$ cat src/hdl/hdc_pkg.sv
package hdc_pkg;

    // axi4-lite word and item index lane
    localparam int word_w = 32;
    // output stream beat
    localparam int out_w = 64;

    // register byte offsets
    localparam logic [31:0] reg_ctrl     = 32'h0000_0000;
    localparam logic [31:0] reg_item_num = 32'h0000_0004;

    // generator state whenever gen is low
    localparam logic [31:0] xorshift_seed = 32'd2463534242;

    typedef enum logic [2:0] {
        axil_idle,
        axil_addr_only,
        axil_data_only,
        axil_write_resp,
        axil_read_fetch,
        axil_read_resp
    } axil_state_t;

    typedef enum logic [1:0] {
        frame_accept,
        frame_drain,
        frame_capture,
        frame_send
    } frame_state_t;

endpackage

$ cat src/hdl/frame_ctrl.sv
module frame_ctrl #(
    parameter int DIM = 256
) (
    input  logic                          AXIS_ACLK,
    input  logic                          S_AXI_ARESETN,
    input  logic                          run,
    input  logic                          gen,
    input  logic                          s_axis_tvalid,
    input  logic                          s_axis_tlast,
    input  logic                          m_axis_tready,
    input  logic [DIM-1:0]                result_vec,
    output logic                          s_axis_tready,
    output logic                          beat_v,
    output logic                          capture,
    output logic                          clear,
    output logic                          m_axis_tvalid,
    output logic                          m_axis_tlast,
    output logic [hdc_pkg::out_w-1:0]     m_axis_tdata,
    output logic [hdc_pkg::out_w/8-1:0]   m_axis_tstrb
);
    import hdc_pkg::*;

    localparam int SLICES = DIM / out_w;
    localparam int SW     = (SLICES > 1) ? $clog2(SLICES) : 1;

    frame_state_t  state;
    logic          drain_cnt;
    logic [SW-1:0] beat_sel;
    logic          last_hs;

    assign s_axis_tready = run && !gen && (state == frame_accept);
    assign beat_v        = s_axis_tvalid && s_axis_tready;
    assign capture       = state == frame_capture;

    // output serializer, slice 0 first
    assign m_axis_tvalid = state == frame_send;
    assign m_axis_tlast  = m_axis_tvalid && (beat_sel == SW'(SLICES - 1));
    assign m_axis_tdata  = result_vec[beat_sel * out_w +: out_w];
    assign m_axis_tstrb  = '1;
    assign last_hs       = m_axis_tlast && m_axis_tready;

    // ======================================================================
    // frame fsm
    // ======================================================================
    always_ff @(posedge AXIS_ACLK) begin
        if (!S_AXI_ARESETN) begin
            state     <= frame_accept;
            drain_cnt <= 1'b0;
            beat_sel  <= '0;
            // counters start from zero after reset
            clear     <= 1'b1;
        end else begin
            clear <= last_hs;
            case (state)
                frame_accept: begin
                    if (beat_v && s_axis_tlast) begin
                        state     <= frame_drain;
                        drain_cnt <= 1'b0;
                    end
                end
                // two cycles for memory read and add
                frame_drain: begin
                    drain_cnt <= 1'b1;
                    if (drain_cnt) begin
                        state <= frame_capture;
                    end
                end
                frame_capture: begin
                    state    <= frame_send;
                    beat_sel <= '0;
                end
                frame_send: begin
                    if (m_axis_tready) begin
                        if (m_axis_tlast) begin
                            state <= frame_accept;
                        end else begin
                            beat_sel <= beat_sel + 1'b1;
                        end
                    end
                end
                default: state <= frame_accept;
            endcase
        end
    end

endmodule

$ cat config.mk
export PLATFORM = sky130hd
export DESIGN_NAME = frame_ctrl
export DESIGN_NICKNAME = d
export VERILOG_FILES = /design/src/hdl/hdc_pkg.sv /design/src/hdl/frame_ctrl.sv
export SDC_FILE = /design/constraint.sdc
export NUM_CORES = 1
export LEC_CHECK = 0
export ABC_AREA = 1
export BUFFER_PORTS_ARGS = -buffer_cell sky130_fd_sc_hd__buf_4
export CORE_AREA = 8 8 127 129
export DETAILED_ROUTE_END_ITERATION = 8
export DIE_AREA = 0 0 135 137
export PLACE_DENSITY_LB_ADDON = 0.2
export SETUP_SLACK_MARGIN = 0.5
export SKIP_LAST_GASP = 1
export SYNTH_ARGS = -nofsm -noshare
export SYNTH_HDL_FRONTEND = slang
export SYNTH_SLANG_ARGS = --single-unit
$ cat constraint.sdc
create_clock -name AXIS_ACLK -period 1.05 [get_ports AXIS_ACLK]
set_input_delay 0.0525 -clock AXIS_ACLK [delete_from_list [all_inputs] [get_ports AXIS_ACLK]]
set_output_delay 0.0525 -clock AXIS_ACLK [all_outputs]
set_load 0.05 [all_outputs]
==> reports/qor.yml, run 1 <==
sta:
  finalSetupViolations: 75
  fmax_ghz: 0.643
  period_minus_slack_ps: 1550
  fin_ws_ps: -505
  finalHoldViolCount: 0
  whs_ps: 71.6
  skew_ps: 3.55
  slew_viol_final: 0
  tns_ps: -32260
  rsz0062_at_grt: "true"
  fin_crit_sh: 1.48
global_routing:
  first_global_vias: 5078
  grt_overflow: 0
  antenna_found_initial: 0
  grt_max_degree: 31
  grt_use_total: 0.180
  grt_pass1_wl_um: 26900
placement:
  routabilityCongestion: 0.850
  io_buffers: 332
  dp_hpwl_um: 14400
  place_inst: 958
floorplanning:
  start_util: 0.155
  io_pins: 341
  core-area_mm2: 0.0142
  die_height_um: 137
  rows: 44
  die-area_mm2: 0.0185
  die-width_um: 135
cts:
  cts.clk_slew.worst_paths_ps: 40
  numCtsBuffers: 3
  clk_latency_ps: 230
  hold_buffers: 0
  tritoncts: "done"
  cts_root_buf: "clkbuf_16"
  h-tree-depth: 1
  numClockSinks: 6
  cts_buffer_depth: 2
setup_path:
  worstSetupEndpointType: "primary output"
  cp.arrival_ps: 1500
  reg2reg_from: "beat_sel[0]$_SDFFE_PN0P_"
  critPathMaxStageDelay_ps: 400
  crit_fanout: 19
  cp-start-kind: "flop"
  reg2regPathDepth: 7
  r2r_end: "state[1]$_SDFFE_PN0P_"
  crit_type: "reg -> out"
  r2r_slack_ps: -360
  crit_start: "beat_sel[0]$_SDFFE_PN0P_"
  cp_data_required_time_ps: 1000
  slowest_stage: "dfxtp_4"
  worstPathCellList: "inv_6, buf_12, buf_4, nor2_4, o22ai_4, buf_6"
finish:
  fillers: 1251
  drive_gt1_frac: 0.765
  nets: 1068
  diodes: 0
  finalNonFillerCells: 983
  area_delta_synth_final_pct: 255
power_and_ir_drop:
  powerDensity_mw_per_mm2: 3460
  total_power_mw: 27.1
  max-vdd-ir-drop_mv: 2.92
  leakagePower_nw: 3.30
synthesis:
  seq_area_frac_synth: 0.0545
  avgSynthCellArea_um2: 5.21
  yosysTopAreaCellShare: 0.228
  synth_seq_cells: 6
  netlist_area_mm2: 0.00221
  synth_cells: 423
  synth_area_leaders: "nor2_1 (23%), o21ai_0 (22%), o22ai_1 (18%)"
  yosys_warnings: 0
  synthDistinctLibCells: 22
  synth_top_cell_by_area: "nor2_1"
outcome:
  status: "finished with violations"
  violations: "negative setup slack"
detailed_routing:
  wl_met2_um: 10000
  via_per_inst: 4.70
  wl_um: 18600
  dr.max_layer_used: "met4"
  met1_length_um: 6900
  dr.pass1.iters: 4
  detail-route-antenna-nets: 0
  drt-initial-drc-count: 132
  met3_length_um: 1450
  vias: 4619
  remaining_drc_errors: 0
  route.detailed.wl_per_inst_um: 19.0
min_path:
  whs_path_depth: 2
  hold_class: "in -> reg"
  hold_path_end: "clear$_SDFF_PN1_"
  min_from: "S_AXI_ARESETN"
run:
  drv_cap: 0
[timing repair]
action | 4_1_cts | 5_1_grt
setup endpoints to repair | 76 | 76
setup buffers | 7 | 4
pin swaps | 9 | 8
gates cloned | 3 | 7
gates resized for setup | 163 | 42
[registers in the layout (all words and copies together), names as in the netlist]
register,count
clear,1
beat_sel,2
drain_cnt,1
state,2
[worst max path at each step]
stage	depth (start not counted)	end	slack, ps
after global placement	5	m_axis_tdata[16]	-290
after detailed placement	7	state[1]$_SDFFE_PN0P_	-330
after CTS	5	m_axis_tdata[25]	-500
final	6	m_axis_tdata[23]	-500
after floorplan	9	state[1]$_SDFFE_PN0P_	-350
after global routing	6	m_axis_tdata[36]	-560
[layer usage]
metal,track usage,up-vias
met5,0,-
met2,0.348,212
met4,0.0382,0
met3,0.0474,18
li1,-,2236
met1,0.190,2153
[kinds of logic after synthesis]
family | after synthesis | share of synthesized area
and+or+nand+nor | 151 | 0.260
DFF | 6 | 0.0545
adders and majority gates | 5 | 0.0284
AOI/OAI and AO/OA | 200 | 0.492
buffers and inverters | 60 | 0.163
other | 1 | 0.00170
[area by class of cell]
cell class	instances	area (µm²)	area share
Clock buffer	4	78.8	0.0101
Inverter	10	56.3	0.00719
Multi-Input combinational cell	364	3480	0.444
Sequential cell	6	136	0.0174
Tap cell	184	230	0.0294
Timing Repair Buffer	415	3850	0.492
[synthesized netlist by cell type]
| master | count |
|---|---|
| o22ai_1 | 64 |
| o21ai_1 | 34 |
| buf_2 | 6 |
| nand3_1 | 2 |
| dfxtp_1 | 6 |
| a21oi_1 | 5 |
| ha_1 | 5 |
| buf_6 | 10 |
| inv_2 | 1 |
| nor3_1 | 1 |
| nor2_1 | 134 |
| conb_1 | 1 |
| nor3b_1 | 1 |
| o211ai_1 | 1 |
| inv_1 | 8 |
| buf_8 | 1 |
| a21boi_1 | 1 |
| clkbuf_1 | 23 |
| inv_4 | 1 |
| nand2_1 | 13 |
| o21ai_0 | 95 |
| buf_4 | 10 |
[through the flow]
step / worst slack [ps] / utilization / instance area, µm²
finish: -505 / 0.552 / 7840
global placement: -294 / 0.470 / 6680
CTS: -500 / 0.523 / 7420
detailed placement: -328 / 0.470 / 6680
global route: -563 / 0.552 / 7840
floorplan: -354 / - / 3750
[power breakdown]
part | total, mW | switching (mW) | internal (mW) | leakage, nW
sequential | 0.545 | 0.213 | 0.332 | 0.0522
clock | 0.642 | 0.138 | 0.504 | 0.0382
combinational | 25.9 | 14.9 | 11.0 | 3.21
total | 27.1 | 15.3 | 11.8 | 3.30
[cells in the final DEF, fill, tap and decap left out, drive strengths merged]
master,Yosys,routed
nor3b,1,1
o22ai,64,64
nand3,2,2
o211ai,1,1
o21ai,129,129
nor3,1,1
inv,10,9
nor2,134,134
clkinvlp,0,1
dfxtp,6,6
ha,5,5
conb,1,8
a21boi,1,1
clkbuf,23,11
nand2,13,13
buf,27,408
a21oi,5,5
[critical path, delay by kind of cell, from the launching register on]
kind            cells  cell delay, ps
compound gates      1             150
simple gates        1              40
flops               1             400
buf+inv             4             660
No activity file was read; power rests on OpenSTA's default activity.
==> run 2: changes to the inputs <==
TNS_END_PERCENT = 30   (was default)
==> run 2 against run 1 <==
Against the previous run: the flow still finishes with violations (negative setup slack); critical path type unchanged; largest cell class unchanged; sequential power shrank 12%; utilization shrank 8.6 points; non-clock buffer count shrank 30; via count shrank 1.2%; clock power is essentially flat; largest power group unchanged; total power shrank 15%; critical path depth is the same; final cell count shrank 3.1%; count of clock-buffer cells in the layout is the same.
==> reports/qor.yml, run 2 (synthesis results as in run 1) <==
floorplanning:
  io_pins: 341
  rows: 44
  core-area_mm2: 0.0142
  die-area_mm2: 0.0185
  die-width_um: 135
  die_height_um: 137
  start_util: 0.155
min_path:
  hold_class: "in -> reg"
detailed_routing:
  via_per_inst: 4.79
  remaining_drc_errors: 0
  dr.pass1.iters: 6
  vias: 4564
  wl_um: 17600
  drt-initial-drc-count: 121
  route.detailed.wl_per_inst_um: 18.4
  detail-route-antenna-nets: 0
global_routing:
  first_global_vias: 4590
  grt_overflow: 0
  grt_pass1_wl_um: 24400
  grt_use_total: 0.164
  antenna_found_initial: 0
  grt_max_degree: 31
cts:
  tritoncts: "done"
  hold_buffers: 0
  numCtsBuffers: 3
  h-tree-depth: 1
  cts.clk_slew.worst_paths_ps: 40
  cts_buffer_depth: 2
  clk_latency_ps: 230
  cts_root_buf: "clkbuf_16"
  numClockSinks: 6
sta:
  fmax_ghz: 0.648
  finalSetupViolations: 75
  slew_viol_final: 0
  fin_crit_sh: 1.47
  finalHoldViolCount: 0
  whs_ps: 58.7
  fin_ws_ps: -492
  period_minus_slack_ps: 1540
  skew_ps: 0.498
  rsz0062_at_grt: "true"
  tns_ps: -30730
finish:
  finalInstanceArea_mm2: 0.00662
  diodes: 0
  mostFrequentLayoutCell: "buf_4"
  multi_input_comb_area_mm2: 0.00274
  most-common-layout-cells: "buf_4 (310), nor2_1 (100), buf_6 (54)"
  largestRegisters: "beat_sel x2, state x2"
  drive_gt1_frac: 0.705
  final_util: 0.466
  ff_latch_area_um2: 128
  fillers: 1402
  area_delta_synth_final_pct: 200
  nets: 1038
run:
  drv_cap: 0
setup_path:
  worstSetupEndpointType: "primary output"
  crit_fanout: 12
  cp_data_required_time_ps: 1000
  cp.arrival_ps: 1490
  cp-start-kind: "flop"
  crit_type: "reg -> out"
placement:
  routabilityCongestion: 0.861
  io_buffers: 332
  dp_hpwl_um: 13800
  placed_area_mm2: 0.00592
power_and_ir_drop:
  powerDensity_mw_per_mm2: 3480
  max-vdd-ir-drop_mv: 2.26
  leakagePower_nw: 3.07
  total_power_mw: 23.0
outcome:
  violations: "negative setup slack"
  status: "finished with violations"
[run 2: cell types whose count changed in the layout (fill, tap and decap cells not counted), moves of 7 or more]
cell / before / now
buf_6: 66 / 54
buf_8: 8 / 1
nor2_1: 68 / 100
nor2_4: 45 / 16
o21ai_0: 25 / 50
o21ai_1: 66 / 38
o21ai_2: 12 / 30
o21ai_4: 26 / 11
o22ai_2: 0 / 45
o22ai_4: 64 / 19
[run 2: final cells by class]
cell class,instances,area share
Clock buffer,4,0.0119
Inverter,10,0.00681
Multi-Input combinational cell,364,0.413
Sequential cell,6,0.0193
Tap cell,184,0.0348
Timing Repair Buffer,385,0.514
[run 2: worst max-delay path, cell delays in order (launching register included)]
cell and delay, ps:
dfxtp_4 390, inv_6 100, buf_12 160, buf_12 140, nor2_1 60, o22ai_2 210, buf_6 190
[run 2: routing by layer]
layer | track usage | wire length (µm) | vias up
li1 | - | - | 2173
met1 | 0.175 | 6120 | 2136
met2 | 0.317 | 9570 | 232
met3 | 0.0455 | 1590 | 23
met4 | 0.0290 | 297 | 0
met5 | 0 | 0 | -
[run 2: repair_timing]
| action | CTS | global route |
|---|---|---|
| cloned | 3 | 3 |
| endpoints found under the setup margin | 76 | 76 |
| resized for setup | 97 | 46 |
| setup buffers | 1 | 1 |
[run 2: path summary, 6_finish.rpt]
path | to | from | cells after the start | slack (ps)
max | m_axis_tdata[2] | beat_sel[0]$_SDFFE_PN0P_ | 6 | -490
max reg2reg | state[1]$_SDFFE_PN0P_ | beat_sel[0]$_SDFFE_PN0P_ | 6 | -280
min | clear$_SDFF_PN1_ | S_AXI_ARESETN | 2 | 60
min reg2reg | drain_cnt$_SDFFE_PN0P_ | drain_cnt$_SDFFE_PN0P_ | 2 | 460
[run 2: through the flow]
stage               setup slack (ps)  instances
global placement                -353        941
floorplan                       -354        430
global route                    -540        953
detailed placement              -348        941
CTS                             -500        949
finish                          -492        953
[run 2: power by group]
group,switching [mW],internal (mW),total (mW)
logic,13.2,8.72,21.9
clock network,0.138,0.505,0.643
registers,0.160,0.318,0.477
==> run 3: changes to the inputs <==
SKIP_LAST_GASP = default   (was 1)
==> run 3 against run 2 <==
Against the previous run: the run still ends with negative setup slack left; first-iteration DRC count shrank 16%; sequential share of layout area is 0.073 points lower; register-to-register slack improved by 100 ps; routed wire length grew 3.5%; flip-flop and latch count unchanged; setup slack got worse by 16 ps; sequential power is 2% lower; non-clock buffer count grew 5; count of clock-buffer cells in the layout stayed put; global-route usage rose by 0.21 points; fmax down 1.0%; design area is 6.0% higher; critical path type unchanged; largest power group unchanged.
==> reports/qor.yml, run 3 (synthesis results as in run 1) <==
detailed_routing:
  wl_um: 18200
  remaining_drc_errors: 0
  route.detailed.wl_per_inst_um: 19.0
  dr.pass1.iters: 4
  drt-initial-drc-count: 102
  vias: 4597
  via_per_inst: 4.80
  detail-route-antenna-nets: 0
run:
  drv_cap: 0
sta:
  fin_crit_sh: 1.48
  fmax_ghz: 0.642
  rsz0062_at_grt: "true"
  slew_viol_final: 0
  fin_ws_ps: -508
  period_minus_slack_ps: 1560
  tns_ps: -31200
  finalHoldViolCount: 0
  skew_ps: 0.764
  finalSetupViolations: 75
finish:
  finalNonFillerCells: 958
  area_delta_synth_final_pct: 218
  drive_gt1_frac: 0.745
  most-common-layout-cells: "buf_4 (293), nor2_1 (82), buf_6 (66)"
  nets: 1043
  mostFrequentLayoutCell: "buf_4"
  diodes: 0
  largestRegisters: "beat_sel x2, state x2"
cts:
  cts.clk_slew.worst_paths_ps: 40
  clk_latency_ps: 230
  numClockSinks: 6
  tritoncts: "done"
  h-tree-depth: 1
  cts_root_buf: "clkbuf_16"
  numCtsBuffers: 3
  cts_buffer_depth: 2
  hold_buffers: 0
power_and_ir_drop:
  total_power_mw: 24.5
  p_comb_frac: 0.955
  max-vdd-ir-drop_mv: 2.19
  powerDensity_mw_per_mm2: 3490
  clkPwrFrac: 0.026
  swShare: 0.572
  p_sw_mw: 14.0
  p_seq_frac: 0.019
  leakagePower_nw: 3.20
  power.internal_mw: 10.5
floorplanning:
  core-area_mm2: 0.0142
  io_pins: 341
  die-area_mm2: 0.0185
  rows: 44
  die-width_um: 135
  start_util: 0.155
  die_height_um: 137
placement:
  io_buffers: 332
  dp_hpwl_um: 13800
  routabilityCongestion: 0.861
  place_inst: 941
  pre_cts_ws_ps: -348
global_routing:
  grt_use_total: 0.167
  grt_max_degree: 31
  grt_overflow: 0
  first_global_vias: 4646
  antenna_found_initial: 0
  grt_pass1_wl_um: 24700
setup_path:
  worstSetupEndpointType: "primary output"
  cp-start-kind: "flop"
  crit_type: "reg -> out"
  cp_data_required_time_ps: 1000
  crit_fanout: 30
  cp.arrival_ps: 1510
outcome:
  status: "finished with violations"
  violations: "negative setup slack"
min_path:
  hold_class: "in -> reg"
## run 3: changes by cell type in the layout (fill, tap and decap cells not counted), moves of 2 or more
cell / previous run / this run
clkbuf_16: 6 / 10
nor2_4: 16 / 19
o21ai_0: 50 / 30
buf_4: 310 / 293
o21ai_2: 30 / 34
buf_8: 1 / 7
nor2_1: 100 / 82
buf_12: 13 / 11
o21ai_4: 11 / 18
o21ai_1: 38 / 47
nor2_2: 18 / 33
buf_6: 54 / 66
## run 3: metrics by stage
step | instance area (µm²) | hold slack, ps | utilization
final | 7010 | 60.5 | 0.494
after global routing | 7010 | 75.2 | 0.494
after CTS | 6550 | 64.7 | 0.461
after detailed placement | 5920 | 297 | 0.417
after global placement | 5920 | 287 | 0.417
after floorplan | 3090 | 129 | -
## run 3: worst paths after layout
| check | slack [ps] | end | start | cells past startpoint |
|---|---|---|---|---|
| max | -510 | m_axis_tdata[2] | beat_sel[0]$_SDFFE_PN0P_ | 6 |
| min | 60 | clear$_SDFF_PN1_ | S_AXI_ARESETN | 2 |
| max reg2reg | -180 | state[1]$_SDFFE_PN0P_ | beat_sel[0]$_SDFFE_PN0P_ | 6 |
| min reg2reg | 460 | drain_cnt$_SDFFE_PN0P_ | drain_cnt$_SDFFE_PN0P_ | 2 |
## run 3: power by group through the flow
stage,Sequential [mW],Clock [mW],Combinational (mW)
3_3_place_gp,0.428,0,19.0
3_5_place_dp,0.435,0,19.1
6_report,0.466,0.639,23.4
4_1_cts,0.481,0.652,21.8
5_1_grt,0.480,0.671,24.4
2_1_floorplan,0.368,0,13.6
## run 3: cell type report
class                   count  area [µm²]
multi-input cells         364        2900
well taps                 184         230
repair buffers            390        3620
clock buffers               4        78.8
flip-flops and latches      6         130
fillers                  1338        7190
inverters                  10        52.6
## run 3: worst max-delay path, stage by stage (launching register included)
cell,delay [ps]
dfxtp_4,420
buf_12,130
buf_16,170
buf_4,140
nor2_1,40
o22ai_2,160
buf_6,190
## run 3: layer usage
metal | wire [µm] | track usage | vias up
met5 | 0 | 0 | -
met4 | 258 | 0.0333 | 0
met3 | 1500 | 0.0470 | 16
met2 | 9940 | 0.320 | 225
met1 | 6490 | 0.176 | 2169
li1 | - | - | 2187
## run 3: repair_timing
item / 4_1_cts / 5_1_grt
cloned: 3 / 7
endpoints found under the setup margin: 76 / 76
gates resized for setup: 146 / 83
buffers inserted: 1 / 2
pin swaps: 7 / 6
