**src/hdl/hdc_pkg.sv**
```systemverilog
package hdc_pkg;

    // axi4-lite word and item index lane
    localparam int word_w = 32;
    // output stream beat
    localparam int out_w = 64;

    // register byte offsets
    localparam logic [31:0] reg_ctrl     = 32'h0000_0000;
    localparam logic [31:0] reg_item_num = 32'h0000_0004;

    // generator state whenever gen is low
    localparam logic [31:0] xorshift_seed = 32'd2463534242;

    typedef enum logic [2:0] {
        axil_idle,
        axil_addr_only,
        axil_data_only,
        axil_write_resp,
        axil_read_fetch,
        axil_read_resp
    } axil_state_t;

    typedef enum logic [1:0] {
        frame_accept,
        frame_drain,
        frame_capture,
        frame_send
    } frame_state_t;

endpackage

```
**src/hdl/item_gen.sv**
```systemverilog
module item_gen #(
    parameter int DIM     = 256,
    parameter int ITEM_AW = 4
) (
    input  logic               AXIS_ACLK,
    input  logic               S_AXI_ARESETN,
    input  logic               gen,
    input  logic [15:0]        item_num,
    output logic               mem_we,
    output logic [ITEM_AW-1:0] mem_addr,
    output logic [DIM-1:0]     mem_vec,
    output logic [DIM-1:0]     tie_vec,
    output logic               gen_done
);
    import hdc_pkg::*;

    localparam int WORDS = DIM / word_w;
    localparam int WCW   = $clog2(WORDS);

    logic [word_w-1:0] xs_state;
    logic [word_w-1:0] xs_next;
    logic [WCW-1:0]    word_cnt;
    logic [15:0]       item_cnt;
    logic              vec_full;
    logic [DIM-1:0]    vec;

    function automatic logic [word_w-1:0] xorshift_step(input logic [word_w-1:0] x);
        logic [word_w-1:0] t;
        t = x ^ (x << 13);
        t = t ^ (t >> 17);
        return t ^ (t << 5);
    endfunction

    assign xs_next = xorshift_step(xs_state);

    // generator and word sequencing, all held at start while gen is low
    always_ff @(posedge AXIS_ACLK) begin
        if (!gen) begin
            xs_state <= xorshift_seed;
            word_cnt <= '0;
            vec_full <= 1'b0;
            item_cnt <= '0;
        end else begin
            xs_state <= xs_next;
            vec_full <= (word_cnt == WCW'(WORDS - 1));
            if (word_cnt == WCW'(WORDS - 1)) begin
                word_cnt <= '0;
            end else begin
                word_cnt <= word_cnt + 1'b1;
            end
            if (vec_full) begin
                item_cnt <= item_cnt + 1'b1;
            end
        end
    end

    // word w of an item lands at bits 32w upward
    always_ff @(posedge AXIS_ACLK) begin
        if (gen) begin
            vec <= {xs_next, vec[DIM-1:word_w]};
        end
    end

    assign mem_we   = vec_full && (item_cnt < item_num);
    assign mem_addr = item_cnt[ITEM_AW-1:0];
    assign mem_vec  = vec;
    // the vector after the last item is the tie-break
    assign gen_done = gen && vec_full && (item_cnt == item_num);

    always_ff @(posedge AXIS_ACLK) begin
        if (!S_AXI_ARESETN) begin
            tie_vec <= '0;
        end else if (gen_done) begin
            tie_vec <= vec;
        end
    end

endmodule

```
**config.mk**
```make
export PLATFORM = sky130hd
export DESIGN_NAME = item_gen
export DESIGN_NICKNAME = d
export VERILOG_FILES = /design/src/hdl/hdc_pkg.sv /design/src/hdl/item_gen.sv
export SDC_FILE = /design/constraint.sdc
export NUM_CORES = 1
export LEC_CHECK = 0
export BUFFER_PORTS_ARGS = -buffer_cell sky130_fd_sc_hd__buf_2
export CAP_MARGIN = 20
export CORE_ASPECT_RATIO = 0.6
export CORE_MARGIN = 2
export CORE_UTILIZATION = 53
export CTS_BUF_LIST = sky130_fd_sc_hd__clkbuf_16
export CTS_CLUSTER_SIZE = 24
export DETAILED_ROUTE_END_ITERATION = 8
export PLACE_DENSITY = 0.8
export SYNTH_ARGS = -nofsm -noshare
export SYNTH_HDL_FRONTEND = slang
export SYNTH_SLANG_ARGS = --single-unit
```
**constraint.sdc**
```tcl
create_clock -name AXIS_ACLK -period 6.2 [get_ports AXIS_ACLK]
set_clock_uncertainty 0.15 [all_clocks]
set_input_delay 1.24 -clock AXIS_ACLK [delete_from_list [all_inputs] [get_ports AXIS_ACLK]]
set_output_delay 1.24 -clock AXIS_ACLK [all_outputs]
set_load 0.005 [all_outputs]
```
==> qor.txt, run 1 <==
largest net degree at the start of global routing - 167
Clock Latency Late Sink - 0.56 ns
post-synth net total - 1687
vias in the first global route - 13200
Pleak - 10.3 nW
# DRC - 0
DR pass1 iterations - 6
Power, Total - 9.36 mW
Crit. End Element - primary output
Resized Gates After CTS - 0
HP Class - reg2reg
final hold vios - 0
DRT Wirelength - 53100 um
cell area after synthesis - 20700 um2
final setup vio count - 0
fin crit share - 67.6%
clock sink total - 564
Syn. warnings - 0
slowest stage delay, CP - 0.59 ns
Post-CTS Setup Bufs - 0
global route total overflow - 0
critical path class - in2out
Row Count - 56
die area - 40700 um2
slew at the pin closest to its max-slew limit - 1.13 ns
n_diodes - 0
drt wl/cell - 19.6 um
Die Y - 157 um
number of synthesized register bits - 564
initial core utilization - 53.4%
io pins - 537
vias per cell - 5.13
first-pass GRT wire length - 77700 um
Final min period - 4.19 ns
slew margin rel. - 24.5%
Final Net Count - 2187
outcome - completed
core footprint - 38800 um2
worst-path maximum fanout - 3
Area contributors post-synth - edfxtp_1, dfxtp_1, mux2i_1
fillers - 2926
die width - 259 um
HPWL Detailed - 37100 um
Mean Syn Cell Area - 12.6 um2
CTS root buffer - clkbuf_16
CTS HTree Levels - 2
share of Yosys cell area claimed by the top area cell type - 37.1%
clock slew at the register clock pins of the worst setup and hold paths - 0.06 ns
Synth area leader - edfxtp_1
unrepaired setup endpoints after global routing - no
final slew viol count - 0
critical path launch point type - input port
post-synthesis sequential area ratio - 66.9%
routed vias - 13900
crit path max-delay cell type - or4_1
Peak supply drop - 0.000279 V
Iter 0 DRT Violations - 1117
crit path cell chain - buf_2, inv_1, ha_1, nand4_1, or4_1, nor3_2, buf_2
post-route setup TNS - 0 ns
max-cap violations - 0
Post-Synthesis Cells - 1649
GP Congestion - 0.902
fmax - 239 MHz
area grow syn2layout - 20.5%
Detail Route Antenna Nets - 0
Arrival @ worst endpoint - 2.80 ns
hold buffer count at CTS - 0
count of input and output buffers - 536
WP data required - 4.81 ns
pwr dens - 375 nW/um2
total track usage - 24.8%
CTS tree - done
most used cell, CP - buf_2
Num CTS Buffers - 49
initial antenna violation count - 0
Netlist cell types - 32
clock buffer depth - 3
share of cells above drive strength 1 - 28.6%
[per-stage QoR]
step	hold WS (ns)	area [um2]	setup slack [ns]	util, %	instances
global placement	0.257	23400	1.90	60.3	2620
detailed placement	0.264	23400	1.80	60.3	2620
global route	0.291	25000	1.91	64.3	2709
finish	0.272	25000	2.01	64.3	2709
CTS	0.272	25000	2.01	64.3	2709
floorplan	0.248	20700	2.02	-	1649
[layer usage]
metal | GRT usage (%) | routed length (um) | vias to the layer above | share of wire (%)
met1 | 31.9 | 21700 | 6759 | 41
li1 | - | - | 6510 | -
met4 | 8.81 | 1880 | 0 | 3.5
met3 | 4.80 | 3180 | 123 | 6.0
met5 | 0 | 0 | - | 0
met2 | 42.1 | 26300 | 496 | 50
[path summary, 6_finish.rpt]
path                        startpoint                       end  slack, ns  cells past startpoint
min             word_cnt[0]$_SDFF_PP0_    word_cnt[0]$_SDFF_PP0_       0.27                      1
max reg2reg  item_cnt[10]$_SDFFE_PN0P_  tie_vec[25]$_SDFFE_PN0P_       2.64                      7
max                       item_num[14]                  gen_done       2.01                      7
min reg2reg     word_cnt[0]$_SDFF_PP0_    word_cnt[0]$_SDFF_PP0_       0.27                      1
[registers in the layout (all words and copies together), names as in the netlist]
signal / flops
mem_vec: 256
tie_vec: 256
xs_state: 32
item_cnt: 16
word_cnt: 3
vec_full: 1
[kinds of logic after synthesis]
logic type / share of synthesized area (%)
mux: 12.5
simple gates: 11.7
xor+xnor: 3.17
flops: 66.9
fa+ha+maj: 1.15
compound gates: 0.405
buf+inv: 4.14
[Yosys cell counts]
library cell	number
nand2_1	523
dfxtp_1	308
mux2i_1	259
edfxtp_1	256
clkbuf_1	62
xnor2_1	53
buf_12	22
xor2_1	22
and2_1	19
ha_1	19
inv_1	18
nor2_1	14
nand4_1	11
a21oi_1	9
or2_2	9
buf_4	7
nand2b_1	7
buf_8	4
nand3_1	4
and3_1	3
nor3_1	3
nor3b_1	3
o21ai_0	3
and4_1	2
or3_1	2
a21o_1	1
a22o_1	1
buf_1	1
nor2b_1	1
nor4_1	1
o211ai_1	1
or4_1	1
[power breakdown]
part	switching (mW)	internal, mW	leakage, nW
clock network	1.33	1.67	0.797
registers	0.398	4.50	4.99
logic	0.803	0.660	4.52
total	2.54	6.83	10.3
[cells in the final DEF, fill, tap and decap left out, drive strengths merged]
master and count:
buf 545, bufinv 5, or4 1, mux2i 259, a21o 1, o211ai 1
and4 2, a22o 1, dfxtp 308, a21oi 9, nor4 1, nor2 14
nand3 4, and2 19, edfxtp 256, clkinv 23, clkinvlp 3, ha 19
nor3b 3, nand2 523, nand4 11, and3 3, or3 2, nor3 3
clkbuf 50, nor2b 1, nand2b 7, or2 9, inv 26, xor2 22
o21ai 3, xnor2 53
[worst max-delay path: cells and delay by family]
family,cells,cell delay [ns]
AND/OR/NAND/NOR,3,0.97
adder cells (fa/ha/maj),1,0.31
buffers and inverters,3,0.28
[layout make-up]
cell class              instances  area, um2  area share (%)
clock inverters                39        309            1.24
repair buffers                545       2820            11.3
multi-input cells             971       6010            24.1
inverters                      18       67.6           0.271
well taps                     522        653            2.62
clock buffers                  50       1250            5.01
flip-flops and latches        564      13900            55.5
Note: power is estimated with default switching activity, not from simulation.
==> run 2, diff against run 1 <==
--- a/config.mk
+++ b/config.mk
@@ -5,6 +5,7 @@
 export SDC_FILE = /design/constraint.sdc
 export NUM_CORES = 1
 export LEC_CHECK = 0
+export ABC_AREA = 1
 export BUFFER_PORTS_ARGS = -buffer_cell sky130_fd_sc_hd__buf_2
 export CAP_MARGIN = 20
 export CORE_ASPECT_RATIO = 0.6
@@ -13,7 +14,7 @@
 export CTS_BUF_LIST = sky130_fd_sc_hd__clkbuf_16
 export CTS_CLUSTER_SIZE = 24
 export DETAILED_ROUTE_END_ITERATION = 8
-export PLACE_DENSITY = 0.8
+export PLACE_DENSITY = 0.79
 export SYNTH_ARGS = -nofsm -noshare
 export SYNTH_HDL_FRONTEND = slang
 export SYNTH_SLANG_ARGS = --single-unit
==> constraint.sdc (replaced) <==
create_clock -name AXIS_ACLK -period 4.29 [get_ports AXIS_ACLK]
set_clock_uncertainty 0.15 [all_clocks]
set_input_delay 0.858 -clock AXIS_ACLK [delete_from_list [all_inputs] [get_ports AXIS_ACLK]]
set_output_delay 0.858 -clock AXIS_ACLK [all_outputs]
set_load 0.005 [all_outputs]
==> run 2 against run 1 <==
  * Non-clock buffer count rose by 8
  * Total power rose by 46%
  * Register-to-register slack worse by 0.99 ns
  * Worst hold slack lost 0.0013 ns
  * Sequential share of layout area is 2.7 points lower
  * Sequential power grew 45%
  * Core utilization up 0.59 points
  * Largest cell class unchanged
  * Routed wire length up 18%
  * Critical path depth increased by 2
==> qor.txt, run 2 <==
CP top delay family - buffers and inverters
final setup vio count - 0
WP data required - 3.28 ns
routed vias - 17900
Syn. warnings - 0
Area contributors post-synth - edfxtp_1, dfxtp_1, nor2_1
CTS HTree Levels - 2
Peak supply drop - 0.000360 V
initial core utilization - 53.7%
unrepaired setup endpoints after global routing - no
initial antenna violation count - 2
CTS root buffer - clkbuf_16
post-route setup TNS - 0 ns
fillers - 3199
Iter 0 DRT Violations - 2029
Die Y - 161 um
critical path class - in2out
Synth area leader - edfxtp_1
Netlist cell types - 27
vias per cell - 5.17
pwr dens - 520 nW/um2
Min-Delay Path Depth - 1
DR pass1 iterations - 5
drt wl/cell - 18.2 um
clock slew at the register clock pins of the worst setup and hold paths - 0.06 ns
# DRC - 0
Final Net Count - 2919
die width - 265 um
Row Count - 57
Post-CTS Setup Bufs - 0
first-pass GRT wire length - 93700 um
HPWL Detailed - 44000 um
cell area after synthesis - 21700 um2
async set-reset flop share out of synthesis - 0%
slowest stage delay, CP - 0.28 ns
share of cells above drive strength 1 - 21.8%
Crit. End Element - primary output
Clock Latency Late Sink - 0.58 ns
vias in the first global route - 16200
Top Metal Used - met4
Reg area - 13900 um2
count of input and output buffers - 536
Resized Gates After CTS - 0
Worst Hold Launch - word_cnt[0]$_SDFF_PP0_
Mean Syn Cell Area - 9.05 um2
WL met3 - 5540 um
share of Yosys cell area claimed by the top area cell type - 35.4%
count leader, synth - nor2_1
WP buf/inv - 4
Num CTS Buffers - 49
Pleak - 12.8 nW
Arrival @ worst endpoint - 2.19 ns
fin crit share - 74.7%
post-synth net total - 2437
Detail Route Antenna Nets - 0
Final min period - 3.20 ns
post-synthesis sequential area ratio - 63.8%
die area - 42600 um2
Post-synth EDFFs - 256
most frequent cells in the layout - nor2_1, buf_2, nand2_1
max-cap violations - 0
DR WL met2 - 29100 um
Final WS setup - 1.09 ns
most common cell after layout, fill and taps aside - nor2_1
CTS tree - done
R2R cell count - 10
worst-path maximum fanout - 43
reg2reg start - item_cnt[0]$_SDFFE_PN0P_
main flop type after synthesis - dfxtp_1
largest net degree at the start of global routing - 127
slew margin rel. - 34.0%
Placement Setup Slack - 1.08 ns
clock sink total - 564
critical path launch point type - input port
synth cell count leaders - nor2_1, nand2_1, inv_1, dfxtp_1, nand3_1
wl on met1 - 25700 um
GP Congestion - 0.915
io pins - 537
global route total overflow - 0
final hold vios - 0
Crit path depth - 9
crit path cell chain - buf_2, inv_1, ha_1, nand2_1, nor2_1, nand2_1, inv_8, a21oi_1, buf_2
number of synthesized register bits - 564
area grow syn2layout - 20.9%
crit path max-delay cell type - ha_1
total track usage - 28.4%
core footprint - 40400 um2
fmax - 312 MHz
final slew viol count - 0
area occupied by multi-input gates - 5940 um2
worst setup path start - item_num[15]
Post-Synthesis Cells - 2399
hold buffer count at CTS - 0
DRT Wirelength - 62800 um
slew at the pin closest to its max-slew limit - 0.990 ns
outcome - completed
clock buffer depth - 3
HP Class - reg2reg
## run 2: path summary, 6_finish.rpt
check	endpoint	slack [ns]
worst max-delay path	mem_we	1.09
worst min-delay path	word_cnt[0]$_SDFF_PP0_	0.27
worst max register to register	tie_vec[209]$_SDFFE_PN0P_	1.65
worst min register to register	word_cnt[0]$_SDFF_PP0_	0.27
## run 2: cells by family after synthesis
logic type | share of synthesized area, %
DFF | 63.8
adders and majority gates | 1.10
xor gates and xnor gates | 1.13
AOI/OAI and AO/OA | 0.692
buffers and inverters | 8.82
and+or+nand+nor | 24.4
## run 2: per-layer routing
layer	vias to the layer above	GRT usage, %
met3	137	5.24
met1	8389	38.5
met2	939	45.6
met4	0	10.9
met5	-	0
li1	8404	-
## run 2: layout make-up
cell class,count,share of cell area [%]
Sequential cell,564,52.8
Multi-Input combinational cell,1374,22.6
Timing Repair Buffer,553,11.2
Inverter,339,4.88
Clock buffer,50,4.77
Tap cell,531,2.53
Clock inverter,42,1.19
Antenna cell,1,0.00954
## run 2: power breakdown
part / internal, mW / leakage (nW) / switching (mW) / total [mW]
clock network: 2.37 / 0.826 / 1.99 / 4.36
logic: 0.801 / 6.94 / 1.39 / 2.19
registers: 6.44 / 5.00 / 0.653 / 7.09
total: 9.60 / 12.8 / 4.04 / 13.6
## run 2: per-stage QoR
| step | instance area [um2] | instances | util (%) | hold WS [ns] | power, mW |
|---|---|---|---|---|---|
| finish | 26200 | 3454 | 64.9 | 0.271 | 13.6 |
| global route | 26200 | 3453 | 64.9 | 0.301 | 14.2 |
| CTS | 26200 | 3453 | 64.9 | 0.276 | 13.7 |
| detailed placement | 24700 | 3361 | 61.0 | 0.267 | 9.32 |
| global placement | 24700 | 3361 | 61.0 | 0.254 | 9.23 |
| floorplan | 21700 | 2399 | - | 0.247 | 8.14 |
==> run 3, diff against run 2 <==
--- a/config.mk
+++ b/config.mk
@@ -10,11 +10,11 @@
 export CAP_MARGIN = 20
 export CORE_ASPECT_RATIO = 0.6
 export CORE_MARGIN = 2
-export CORE_UTILIZATION = 53
+export CORE_UTILIZATION = 48
 export CTS_BUF_LIST = sky130_fd_sc_hd__clkbuf_16
 export CTS_CLUSTER_SIZE = 24
 export DETAILED_ROUTE_END_ITERATION = 8
-export PLACE_DENSITY = 0.79
+export PLACE_DENSITY = 0.76
 export SYNTH_ARGS = -nofsm -noshare
 export SYNTH_HDL_FRONTEND = slang
 export SYNTH_SLANG_ARGS = --single-unit
==> constraint.sdc (replaced) <==
create_clock -name AXIS_ACLK -period 2.7 [get_ports AXIS_ACLK]
set_clock_uncertainty 0.15 [all_clocks]
set_input_delay 0.54 -clock AXIS_ACLK [delete_from_list [all_inputs] [get_ports AXIS_ACLK]]
set_output_delay 0.54 -clock AXIS_ACLK [all_outputs]
set_load 0.005 [all_outputs]
==> run 3 against run 2 <==
  * Sequential power increased by 59%
  * Non-clock buffer count increased by 28
  * Worst setup slack got worse by 0.98 ns
  * Die area increased by 10%
  * Cell count increased by 2.5%
  * Clock power increased by 60%
  * Critical path type is now reg2out
  * Critical endpoint is now gen_done
  * Highest routed layer unchanged
==> qor.txt, run 3 (synthesized netlist as in run 2, its figures left out) <==
outcome - completed
clock group share of total power - 32.1%
first-pass GRT wire length - 96300 um
max-cap violations - 0
initial core utilization - 48.5%
GP Congestion - 0.940
Power, Total - 21.7 mW
Die Y - 169 um
fin crit share - 95.9%
most frequent cells in the layout - nor2_1, buf_2, nand2_1
Final Net Count - 2948
vias in the first global route - 16600
final setup vio count - 0
Num CTS Buffers - 50
slowest stage delay, CP - 0.35 ns
crit path cell chain - ha_1, nand2_1, nor2_4, nand3_2, nor2_4, buf_2
# DRC - 0
Row Count - 60
largest net degree at the start of global routing - 91
critical path launch point type - register
crit path max-delay cell type - dfxtp_2
Pleak - 13.0 nW
area grow syn2layout - 23.4%
Clock Latency Late Sink - 0.57 ns
unrepaired setup endpoints after global routing - no
CTS tree - done
Reg area - 13900 um2
HP Class - reg2reg
most used cell, CP - nor2_4
vias per cell - 5.07
CTS root buffer - clkbuf_16
flop-to-flop setup slack - 0.44 ns
drt wl/cell - 18.1 um
clock sink total - 564
die area - 47000 um2
DRT Wirelength - 64200 um
HPWL Detailed - 45800 um
slew at the pin closest to its max-slew limit - 0.624 ns
WP data required - 2.01 ns
io pins - 537
slew margin rel. - 58.4%
total track usage - 26.3%
Sequential Power Share - 51.8%
fillers - 3725
Crit. End Element - primary output
worst-path maximum fanout - 6
most common cell after layout, fill and taps aside - nor2_1
Final min period - 2.59 ns
area occupied by multi-input gates - 6010 um2
n_diodes - 0
CTS HTree Levels - 2
clock buffer depth - 3
Worst Hold Launch - word_cnt[0]$_SDFF_PP0_
fin cells - 3540
R2R cell count - 11
reg2reg start - item_cnt[14]$_SDFFE_PN0P_
reg2reg end - tie_vec[169]$_SDFFE_PN0P_
routed vias - 18000
Peak supply drop - 0.000611 V
pwr dens - 812 nW/um2
Iter 0 DRT Violations - 1939
core footprint - 44700 um2
count of input and output buffers - 536
Hold Path End - word_cnt[0]$_SDFF_PP0_
Arrival @ worst endpoint - 1.90 ns
initial antenna violation count - 0
share of cells above drive strength 1 - 23.4%
fmax - 386 MHz
final slew viol count - 0
post-route setup TNS - 0 ns
critical path class - reg2out
DR pass1 iterations - 7
clock slew at the register clock pins of the worst setup and hold paths - 0.07 ns
Min-Delay Path Depth - 1
P_int - 15.3 mW
Switch Pwr - 6.42 mW
dpl cells - 3443
die width - 278 um
global route total overflow - 0
Comb pwr share - 16.1%
Detail Route Antenna Nets - 0
switching share of power - 29.5%
final hold vios - 0
==> run 3: cell types whose count changed in the layout (fill, tap and decap cells not counted), moves of 3 or more <==
cell      change
dfxtp_1      -13
dfxtp_2      +12
ha_4          +4
clkinv_2      +3
ha_1          -4
buf_12       +12
buf_4        +16
==> run 3: power groups by stage <==
stage	Clock (mW)	Combinational, mW	Sequential (mW)
4_1_cts	7.11	3.48	11.3
3_5_place_dp	0	3.43	11.4
2_1_floorplan	0	1.93	11.0
6_report	6.98	3.51	11.3
3_3_place_gp	0	3.30	11.4
5_1_grt	7.44	3.91	11.3
==> run 3: final cells by class <==
cell class	instances	share of cell area (%)
clock buffer	51	4.77
timing repair buffer	581	12.3
multi-input combinational	1374	22.4
clock inverter	42	1.09
inverter	339	4.80
sequential	564	51.8
tap	589	2.75
==> run 3: worst max-delay path, delay by kind of cell (launching register included) <==
family / cells / cell delay [ns]
AND/OR/NAND/NOR: 4 / 0.52
flip-flops: 1 / 0.35
adder cells (fa/ha/maj): 1 / 0.29
buffers and inverters: 1 / 0.17
==> run 3: layer usage <==
| layer | vias up | global-route usage [%] | wire [um] |
|---|---|---|---|
| li1 | 8456 | - | - |
| met1 | 8551 | 34.9 | 26600 |
| met2 | 806 | 43.7 | 30400 |
| met3 | 147 | 4.93 | 4790 |
| met4 | 0 | 9.16 | 2360 |
| met5 | - | 0 | 0 |
==> run 3: stage by stage <==
step	util (%)	setup slack (ns)	hold slack [ns]	area, um2
2_1_floorplan	-	0.294	0.247	21700
3_3_place_gp	56.1	0.223	0.255	25100
3_5_place_dp	56.1	0.180	0.282	25100
4_1_cts	59.6	0.0109	0.292	26700
5_1_grt	59.8	0.00394	0.318	26800
6_report	59.8	0.112	0.285	26800
==> run 3: worst max path at each step <==
stage,cells past startpoint,endpoint,from
2_1_floorplan,9,mem_we,item_num[15]
3_5_place_dp,12,tie_vec[169]$_SDFFE_PN0P_,item_num[15]
5_1_grt,6,gen_done,item_cnt[7]$_SDFFE_PN0P_
6_report,6,gen_done,item_cnt[7]$_SDFFE_PN0P_
3_3_place_gp,8,gen_done,item_num[7]
4_1_cts,8,mem_we,item_cnt[15]$_SDFFE_PN0P_
==> run 3: what timing repair did <==
item	CTS	global route
hold buffers	0	0
pin swaps	2	1
setup endpoints to repair	2	2
buffers inserted	2	2
gates resized for setup	5	21
